**config.mk**
```make
export PLATFORM = sky130hd
export DESIGN_NAME = alu_top
export DESIGN_NICKNAME = d
export VERILOG_FILES = /design/src/alu_pkg.sv /design/src/alu_op_if.sv /design/src/alu_axi_decode.sv /design/src/alu.sv /design/src/alu_result.sv /design/src/alu_top.sv
export SDC_FILE = /design/constraint.sdc
export NUM_CORES = 2
export LEC_CHECK = 0
export BUFFER_PORTS_ARGS = -buffer_cell sky130_fd_sc_hd__buf_2
export CAP_MARGIN = 15
export CORE_MARGIN = 2
export CORE_UTILIZATION = 59
export DETAILED_ROUTE_END_ITERATION = 12
export HOLD_SLACK_MARGIN = 0.12
export PLACE_DENSITY = 0.88
export SKIP_LAST_GASP = 1
export SYNTH_ARGS = -nofsm -noshare
export SYNTH_HDL_FRONTEND = slang
export SYNTH_HIERARCHICAL = 1
export SYNTH_SLANG_ARGS = --single-unit
```
**constraint.sdc**
```tcl
create_clock -name clk -period 27.6 [get_ports clk]
set_input_delay 6.9 -clock clk [delete_from_list [all_inputs] [get_ports clk]]
set_output_delay 6.9 -clock clk [all_outputs]
set_load 0.1 [all_outputs]
```
**src/alu_pkg.sv**
```systemverilog
// ----------------------------------------
// alu package
// operand, result, status and opcode types,
// register map and bus response codes
// ----------------------------------------

package alu_pkg;

    typedef logic [15:0] operand_t;  // one 16-bit operand

    // both operands, a in the upper half
    typedef struct packed {
        operand_t a;
        operand_t b;
    } in_t;

    // opcode as written to the control register
    typedef enum logic [3:0] {
        OR   = 4'd0,
        AND  = 4'd1,
        MULT = 4'd2,
        ROL  = 4'd3,
        ROR  = 4'd4,
        SHL  = 4'd5,
        SHR  = 4'd6,
        SUB  = 4'd7,
        ADD  = 4'd8,
        DIV  = 4'd9
    } control_e;

    localparam int unsigned OP_COUNT = 10;  // codes 10..15 are illegal

    // flag order matches status register bits 3..0
    typedef struct packed {
        logic zero;
        logic div0;
        logic overflow;
        logic sign;
    } status_t;

    typedef logic [31:0] result_t;  // full alu output

    // byte offsets in the register window
    localparam logic [4:0] REG_A      = 5'h00;  // r/w
    localparam logic [4:0] REG_B      = 5'h04;  // r/w
    localparam logic [4:0] REG_CTRL   = 5'h08;  // write issues
    localparam logic [4:0] REG_RESULT = 5'h0C;  // read only
    localparam logic [4:0] REG_STATUS = 5'h10;  // read only, done in bit 4

    // AXI4-Lite response codes in use
    typedef enum logic [1:0] {
        OKAY   = 2'b00,
        SLVERR = 2'b10
    } axi_resp_e;

endpackage

```
**src/alu_op_if.sv**
```systemverilog
// ----------------------------------------
// alu operation bus
// issue pulse plus operands and opcode,
// from the register decoder to execute
// ----------------------------------------
`timescale 1ns/1ns

interface alu_op_if;
    import alu_pkg::*;

    logic     issue;     // one cycle per legal ctrl write
    in_t      operands;  // held between issues
    control_e control;   // held between issues

    // register decoder side
    modport source (
        output issue,
        output operands,
        output control
    );

    // combinational execute unit
    modport exec (
        input operands,
        input control
    );

    // result capture stage
    modport sink (
        input issue
    );

endinterface

```
**src/alu_axi_decode.sv**
```systemverilog
// ----------------------------------------
// alu register decoder
// AXI4-Lite slave with operand and control
// registers, issue pulse and readback mux
// ----------------------------------------
`timescale 1ns/1ns

module alu_axi_decode #(
    parameter int ADDR_WIDTH = 8
) (
    input  logic                    clk,
    input  logic                    reset,
    input  logic [ADDR_WIDTH-1:0]   awaddr,
    input  logic                    awvalid,
    output logic                    awready,
    input  logic [31:0]             wdata,
    input  logic                    wvalid,
    output logic                    wready,
    output alu_pkg::axi_resp_e      bresp,
    output logic                    bvalid,
    input  logic                    bready,
    input  logic [ADDR_WIDTH-1:0]   araddr,
    input  logic                    arvalid,
    output logic                    arready,
    output logic [31:0]             rdata,
    output alu_pkg::axi_resp_e      rresp,
    output logic                    rvalid,
    input  logic                    rready,
    alu_op_if.source                op,
    input  alu_pkg::result_t        result,
    input  alu_pkg::status_t        status,
    input  logic                    done
);
    import alu_pkg::*;

    operand_t    reg_a;
    operand_t    reg_b;
    control_e    reg_ctrl;   // last legal opcode
    logic        live;       // set the cycle after reset ends
    logic        wr_accept;
    logic        rd_accept;
    logic [4:0]  wr_offset;
    logic [4:0]  rd_offset;
    logic        op_legal;
    logic        wr_issue;
    axi_resp_e   wr_resp;
    logic [31:0] rd_word;
    axi_resp_e   rd_resp;

    assign wr_offset = awaddr[4:0];  // upper address bits alias
    assign rd_offset = araddr[4:0];

    // address and data taken together, one write outstanding
    assign wr_accept = live && awvalid && wvalid && !bvalid;
    assign awready   = wr_accept;
    assign wready    = wr_accept;

    assign arready   = live && !rvalid;
    assign rd_accept = arvalid && arready;

    assign op_legal = (wdata < OP_COUNT);  // whole word must be a valid code

    // write offset decode
    always_comb begin
        wr_resp  = OKAY;
        wr_issue = 1'b0;
        case (wr_offset)
            REG_A, REG_B: wr_resp = OKAY;
            REG_CTRL: begin
                if (op_legal) begin
                    wr_issue = 1'b1;
                end else begin
                    wr_resp = SLVERR;  // bad opcode, nothing issued
                end
            end
            default: wr_resp = SLVERR;  // read-only or unmapped
        endcase
    end

    always_ff @(posedge clk) begin
        if (reset) begin
            live     <= 1'b0;
            reg_a    <= '0;
            reg_b    <= '0;
            reg_ctrl <= OR;
            bvalid   <= 1'b0;
            op.issue <= 1'b0;
        end else begin
            live     <= 1'b1;
            op.issue <= wr_accept && wr_issue;  // lines up with bvalid rising
            if (wr_accept) begin
                bvalid <= 1'b1;
                case (wr_offset)
                    REG_A: reg_a <= wdata[15:0];
                    REG_B: reg_b <= wdata[15:0];
                    REG_CTRL: begin
                        if (op_legal) begin
                            reg_ctrl <= control_e'(wdata[3:0]);
                        end
                    end
                    default: ;
                endcase
            end else if (bready) begin
                bvalid <= 1'b0;
            end
        end
    end

    always_ff @(posedge clk) begin
        if (wr_accept) begin
            bresp <= wr_resp;
        end
    end

    assign op.operands = {reg_a, reg_b};
    assign op.control  = reg_ctrl;

    // readback mux
    always_comb begin
        rd_resp = OKAY;
        case (rd_offset)
            REG_A:      rd_word = {16'b0, reg_a};
            REG_B:      rd_word = {16'b0, reg_b};
            REG_CTRL:   rd_word = {28'b0, reg_ctrl};
            REG_RESULT: rd_word = result;
            REG_STATUS: rd_word = {27'b0, done, status};
            default: begin
                rd_word = '0;
                rd_resp = SLVERR;
            end
        endcase
    end

    always_ff @(posedge clk) begin
        if (reset) begin
            rvalid <= 1'b0;
        end else if (rd_accept) begin
            rvalid <= 1'b1;
        end else if (rready) begin
            rvalid <= 1'b0;
        end
    end

    // data sampled at acceptance, held until rready
    always_ff @(posedge clk) begin
        if (rd_accept) begin
            rdata <= rd_word;
            rresp <= rd_resp;
        end
    end

endmodule

```
**src/alu.sv**
```systemverilog
// ----------------------------------------
// alu execute unit
// combinational 16-bit ALU, 32-bit result
// and zero, div0, overflow, sign flags
// ----------------------------------------
`timescale 1ns/1ns

module alu (
    alu_op_if.exec           op,
    output alu_pkg::result_t out,
    output alu_pkg::status_t stat
);
    import alu_pkg::*;

    operand_t           a;
    operand_t           b;
    logic [31:0]        rol_tmp;
    logic [31:0]        ror_tmp;
    logic signed [17:0] arith;    // add/sub with sign extension

    assign a = op.operands.a;
    assign b = op.operands.b;

    // rotates work on a doubled copy, amount is b mod 16
    assign rol_tmp = {a, a} << b[3:0];
    assign ror_tmp = {a, a} >> b[3:0];

    always_comb begin
        arith = '0;
        case (op.control)
            OR:   out = {16'b0, a | b};
            AND:  out = {16'b0, a & b};
            MULT: out = {16'b0, a} * {16'b0, b};  // full product
            ROL:  out = {16'b0, rol_tmp[31:16]};
            ROR:  out = {16'b0, ror_tmp[15:0]};
            SHL:  out = {16'b0, a << b};  // 16 or more clears
            SHR:  out = {16'b0, a >> b};
            SUB: begin
                arith = {{2{a[15]}}, a} - {{2{b[15]}}, b};
                out   = {16'b0, arith[15:0]};
            end
            ADD: begin
                arith = {{2{a[15]}}, a} + {{2{b[15]}}, b};
                out   = {16'b0, arith[15:0]};
            end
            DIV: begin
                if (b != 16'd0) begin
                    out = {a % b, a / b};  // remainder high, quotient low
                end else begin
                    out = '0;
                end
            end
            default: out = '0;  // never issued
        endcase
    end

    always_comb begin : flag_logic
        stat.zero = (out == '0);
        stat.div0 = (op.control == DIV) && (b == 16'd0);
        // signed overflow when bits 16 and 15 of the wide sum disagree
        if (op.control == ADD || op.control == SUB) begin
            stat.overflow = arith[16] ^ arith[15];
        end else begin
            stat.overflow = 1'b0;
        end
        if (op.control == MULT) begin
            stat.sign = out[31];
        end else begin
            stat.sign = out[15];
        end
    end

endmodule

```
**src/alu_result.sv**
```systemverilog
// ----------------------------------------
// alu result stage
// captures result and flags on issue and
// keeps the done bit for readback
// ----------------------------------------
`timescale 1ns/1ns

module alu_result (
    input  logic             clk,
    input  logic             reset,
    alu_op_if.sink           op,
    input  alu_pkg::result_t out,
    input  alu_pkg::status_t stat,
    output alu_pkg::result_t result,
    output alu_pkg::status_t status,
    output logic             done
);

    logic done_q;  // set by the last capture

    // hold values so later operand writes do not disturb readback
    always_ff @(posedge clk) begin
        if (reset) begin
            result <= '0;
            status <= '0;
            done_q <= 1'b0;
        end else if (op.issue) begin
            result <= out;
            status <= stat;
            done_q <= 1'b1;
        end
    end

    // low while an operation is in flight
    assign done = done_q && !op.issue;

endmodule

```
**src/alu_top.sv**
```systemverilog
// ----------------------------------------
// alu peripheral top
// AXI4-Lite register decoder, execute unit
// and result stage
// ----------------------------------------
`timescale 1ns/1ns

module alu_top #(
    parameter int ADDR_WIDTH = 8
) (
    input  logic                  clk,
    input  logic                  reset,
    input  logic [ADDR_WIDTH-1:0] awaddr,
    input  logic                  awvalid,
    output logic                  awready,
    input  logic [31:0]           wdata,
    input  logic                  wvalid,
    output logic                  wready,
    output alu_pkg::axi_resp_e    bresp,
    output logic                  bvalid,
    input  logic                  bready,
    input  logic [ADDR_WIDTH-1:0] araddr,
    input  logic                  arvalid,
    output logic                  arready,
    output logic [31:0]           rdata,
    output alu_pkg::axi_resp_e    rresp,
    output logic                  rvalid,
    input  logic                  rready
);

    alu_op_if op_bus ();

    alu_pkg::result_t alu_out;    // combinational result
    alu_pkg::status_t alu_stat;
    alu_pkg::result_t result_q;   // captured for readback
    alu_pkg::status_t status_q;
    logic             done;

    alu_axi_decode #(
        .ADDR_WIDTH (ADDR_WIDTH)
    ) decode0 (
        .clk     (clk),
        .reset   (reset),
        .awaddr  (awaddr),
        .awvalid (awvalid),
        .awready (awready),
        .wdata   (wdata),
        .wvalid  (wvalid),
        .wready  (wready),
        .bresp   (bresp),
        .bvalid  (bvalid),
        .bready  (bready),
        .araddr  (araddr),
        .arvalid (arvalid),
        .arready (arready),
        .rdata   (rdata),
        .rresp   (rresp),
        .rvalid  (rvalid),
        .rready  (rready),
        .op      (op_bus.source),
        .result  (result_q),
        .status  (status_q),
        .done    (done)
    );

    alu alu0 (
        .op   (op_bus.exec),
        .out  (alu_out),
        .stat (alu_stat)
    );

    alu_result result0 (
        .clk    (clk),
        .reset  (reset),
        .op     (op_bus.sink),
        .out    (alu_out),
        .stat   (alu_stat),
        .result (result_q),
        .status (status_q),
        .done   (done)
    );

endmodule

```
Word level (Yosys, flattened, before mapping)
Cells that the tools add are included.
{"block": "totals", "ff_bits": 113, "latchBits": 0, "ramBits": 0, "mem_bits_ro": 0, "inputBits": 55, "out_inout_bits": 41, "wordCells": 85, "memories": 0}
{"block": "classes", "n_addsub": 2, "multipliers": 1, "n_div": 2, "n_lt_le_gt_ge": 1, "n_eq_ne": 15, "shifts": 4, "mux": 16, "bitwise": 3, "n_reduce_logical": 25}
{"operator": "one-hot mux 32 bit (10 select lines)", "count": 1}
{"operator": "one-hot mux 32 bit (5 select lines)", "count": 1}
{"operator": "one-hot mux 17 bit (2 select lines)", "count": 1}
{"operator": "zero test 32 bit", "count": 1}
{"operator": "< comparator 32 x 4 -> 1 bit, second input constant", "count": 1}
{"operator": "multiplier 16 x 16 -> 32 bit", "count": 1}
{"operator": "2-to-1 mux 32 bit", "count": 1}
{"operator": "<< shifter 32 x 4 -> 32 bit", "count": 1}
{"operator": "right shift 32 x 4 -> 16 bit", "count": 1}
{"operator": "adder 16 x 16 -> 17 bit", "count": 1}
{"operator": "subtractor 16 x 16 -> 17 bit", "count": 1}
{"operator": "bitwise AND 16 bit", "count": 1}
{"operator": "divider 16 x 16 -> 16 bit", "count": 1}
{"operator": "equality test 4 x 3 -> 1 bit, second input constant", "count": 4}
{"operator": "zero test 16 bit", "count": 1}
{"operator": "remainder unit 16 x 16 -> 16 bit", "count": 1}
{"operator": "OR 16 bit", "count": 1}
{"operator": "nonzero test 16 bit", "count": 1}
{"operator": "<< shifter 16 x 16 -> 16 bit", "count": 1}
{"operator": "right shift 16 x 16 -> 16 bit", "count": 1}
{"operator": "equality test 5 x 4 -> 1 bit, second input constant", "count": 3}
{"operator": "equality test 5 x 3 -> 1 bit, second input constant", "count": 2}
{"operator": "zero test 5 bit", "count": 2}
{"operator": "2-to-1 mux 1 bit", "count": 9}
{"operator": "16 further kinds", "count": 30}

Logic depth before layout (Yosys ltp)
{"block": "depth", "ltp_word": 4, "mapped_depth": 139, "depth_no_buf": 126}

Modules after synthesis
The synthesis kept the hierarchy.
{"mod": "alu", "instances": 1, "cells_each": 2767, "area_each_um2": 20474.6, "seq_area_each_um2": 0.0}
{"mod": "alu_axi_decode", "instances": 1, "cells_each": 261, "area_each_um2": 3106.7, "seq_area_each_um2": 1821.7}
{"mod": "alu_result", "instances": 1, "cells_each": 120, "area_each_um2": 1316.3, "seq_area_each_um2": 740.7}

Least setup slack after synthesis
Ideal clock, no wire load.
{"block": "synth_timing", "path_type": "register to register", "startpoint": "register decode0.reg_b[0]", "endpoint": "register, netlist name result0/status[3]", "arrival_ns": 27.817, "required_time_ns": 27.536, "setup_slack_ns": -0.281, "path_stages_with_launch": 128, "n_path_buf": 19, "cell_sequence": "dfxtp_1 > buf_2 > buf_1 > clkinv_1 > ha_1 > and3_1 > nor2_1 > ha_1 > o21ai_0 > nor2b_1 > or4_1 > o31ai_1 > ha_1 > a21oi_1 > a21oi_4 > o31ai_2 > ha_1 > o21a_1 > (+92 left out) > nand2_1 > o21a_1 > ha_1 > nand2_1 > nor4_1 > a2111oi_0 > a32oi_1 > clkbuf_1 > nor3_1 > a21oi_1 > o22ai_1 > a21o_1 > a2111o_1 > nor4b_1 > nand3_1 > nor4_2 > mux2i_1 > nor2_1"}
{"item": "from (decl)", "line": "alu_axi_decode.sv:37", "text": "operand_t reg_b;"}
{"item": "from (signal assigned)", "line": "alu_axi_decode.sv:95", "text": "REG_B: reg_b <= wdata[15:0];"}

==> out/results.txt <==
Number of nets in the layout: 3913
Async SR Flop Fraction: 0%
Slew @ Worst Pin: 1.22 ns
HP Class: reg -> reg
Final WL: 102000 µm
Final instance area: 28300 µm²
Post-synthesis register bit count: 111
Die height: 209 µm
GPL Wtd Cong: 1.08
Fill count: 3388
Initial antenna violation count: 3
Most numerous cell on the critical path: ha_1
CTS tree: done
Worst-path clk slew: 0.09 ns
First-pass GRT wire length: 152000 µm
Initial DRC count: 3461
EDFF count, synth: 34
Wire length per cell: 26.0 µm
CP Capture Type: register
Most frequent cells in the layout: nand2_1, nor2_1, inv_1
Most used DFF post-synth: dfxtp_1
Row count: 75
Fin crit share: 96.9%
Setup violators final: 0
Outcome: finished clean
Worst Path Required: 27.90 ns
Relative slew slack: 17.5%
Largest net degree at the start of global routing: 74
Detailed placer's ending HPWL: 75500 µm
Initial core utilization: 59.6%
Routed Antenna Nets: 0
Avg Vias per Cell: 6.70
Sequential fraction of the synthesis area: 10.3%
I/O Pins: 96
Clock latency on the worst-skew pair: 0.38 ns
Achievable Freq: 0.0374 GHz
Crit path buf inv count: 11
Hold buffers post-CTS: 0
Root Driver: clkbuf_16
Commonest non-fill, non-tap cell in the layout: nand2_1
Final core occ: 67.7%
Vias: 26300
GR Overflow Total: 0
I/O Buffers: 87
Die Span X: 209 µm
Final hold slack: 0.470 ns
Die Footprint: 43900 µm²
Slowest-stage cell, CP: or4_4
CTS buffer count: 9
Clock sink count: 111
CTS max path bufs: 2
Final hold vios: 0
Crit path launch type: register
Worst path max stage delay: 0.62 ns
Drt drc: 0
Crit-path max FO: 11
Max Cap Viol: 0
H-Tree Depth: 3
Post-synth cell types: 98
Crit-path leading delay family: compound AO/OA/AOI/OAI gates
DP Area: 27400 µm²
DRT Pass-1 Iters: 7
Ys Warns: 6
Core area: 41800 µm²
All-Layer GR Usage: 45.8%
Arrival @ worst endpoint: 27.06 ns
Post-synthesis cell count: 3148
Area grow syn2layout: 13.5%
Synthesized area: 24900 µm²
Max Clock Skew: 0.0170 ns
Final Max Tran Viols: 0
Vias in the first global route: 25800
Synthesized area per cell: 7.91 µm²
Layout cells sized above 1: 17.3%
Crit Path Category: reg -> reg
Post-layout min period: 26.76 ns
==> sequential cells by signal, summed over array words and instances (netlist names), 4 cells and up <==
name	cells
decode0/rdata	32
decode0/reg_a	16
decode0/reg_b	16
decode0/op.control	4
result0/status	4
result0/result	32
==> cell usage after synthesis, types with 7 or more instances <==
cell type	number	area share, %
nand2_1	345	5.2
nor2_1	325	4.9
inv_1	311	4.7
ha_1	291	15
fa_1	197	16
a21oi_1	189	3.8
mux2i_1	127	5.1
clkbuf_1	119	1.8
o21ai_0	114	2.3
xnor2_1	79	2.8
dfxtp_1	77	6.2
nor3_1	70	1.4
a21o_1	64	1.9
nand3_1	49	0.98
xor2_1	48	1.7
o211ai_1	40	1.2
edfxtp_1	34	4.1
nand2b_1	34	0.85
o21a_1	34	1.0
o22ai_1	34	0.85
and2_1	33	0.83
mux2_2	27	1.2
buf_1	25	0.38
nor2b_1	24	0.60
a211oi_1	23	0.69
and3_1	23	0.58
nor4_1	22	0.55
a31oi_1	21	0.53
or2_2	21	0.53
nand4_1	20	0.50
or3_1	20	0.50
a221o_1	19	0.76
mux4_2	17	1.5
a221oi_1	15	0.53
a22oi_1	15	0.45
o31ai_1	15	0.45
a211o_1	13	0.46
buf_2	13	0.26
a2111oi_0	12	0.42
a222oi_1	11	0.44
o21bai_1	11	0.33
a21boi_0	9	0.27
o2111ai_1	9	0.32
nand3b_1	7	0.21
o221ai_1	7	0.25
==> timing repair <==
item / CTS / global route
pin swaps: 1 / 26
resized for setup: 17 / 92
setup endpoints to repair: 4 / 18
buffers inserted: 1 / 14
==> cells by family after synthesis <==
family,count (synthesis),share of synthesized area [%]
flops,111,10.3
fa+ha+maj,488,30.5
buf+inv,486,7.68
other cells,1,0.0151
mux,171,7.86
xor+xnor,127,4.47
simple gates,1037,19.4
compound gates,727,19.8
==> worst register-to-register path: cells and delay by family (launching register included) <==
| family | cells | cell delay, ns |
|---|---|---|
| adders and majority gates | 15 | 4.72 |
| DFF | 1 | 0.33 |
| AOI/OAI and AO/OA | 46 | 9.98 |
| and+or+nand+nor | 41 | 9.05 |
| buffers and inverters | 11 | 1.74 |
| muxes | 3 | 0.83 |
==> cell type report <==
class / count / area, µm² / area share (%)
Antenna cell: 2 / 5.00 / 0.0177
Clock buffer: 9 / 225 / 0.797
Clock inverter: 7 / 91.3 / 0.323
Inverter: 318 / 1190 / 4.23
Multi-Input combinational cell: 2552 / 20900 / 73.9
Sequential cell: 111 / 2570 / 9.09
Tap cell: 539 / 674 / 2.39
Timing Repair Buffer: 378 / 2620 / 9.27
==> worst paths after layout <==
kind,start,to,slack (ns),depth (start not counted)
max,decode0/reg_b[15],result0/status[3],0.84,116
min,result0/done_q,result0/done_q,0.47,2
max reg2reg,decode0/reg_b[15],result0/status[3],0.84,116
min reg2reg,result0/done_q,result0/done_q,0.47,2
==> layer usage <==
| metal | part of all wire, % | vias up | wire [µm] | track usage [%] |
|---|---|---|---|---|
| met1 | 36 | 12400 | 36200 | 54.0 |
| met2 | 43 | 1758 | 43500 | 70.6 |
| met4 | 9.5 | 8 | 9650 | 34.2 |
| met3 | 12 | 592 | 12300 | 13.5 |
| met5 | 0.12 | - | 124 | 1.56 |
| li1 | - | 11500 | - | - |
==> per-stage QoR <==
step                      setup WS [ns]  instances  TNS (ns)
final                             0.844       3916         0
after global placement           0.0456       3883         0
after detailed placement         -0.439       3883    -0.497
after global routing             -0.240       3914    -0.240
after floorplan                 0.00431       3149         0
after CTS                      0.000536       3900         0
Power is not shown: default switching activity piles up to over one toggle a cycle in this logic, so the estimate is an artifact.
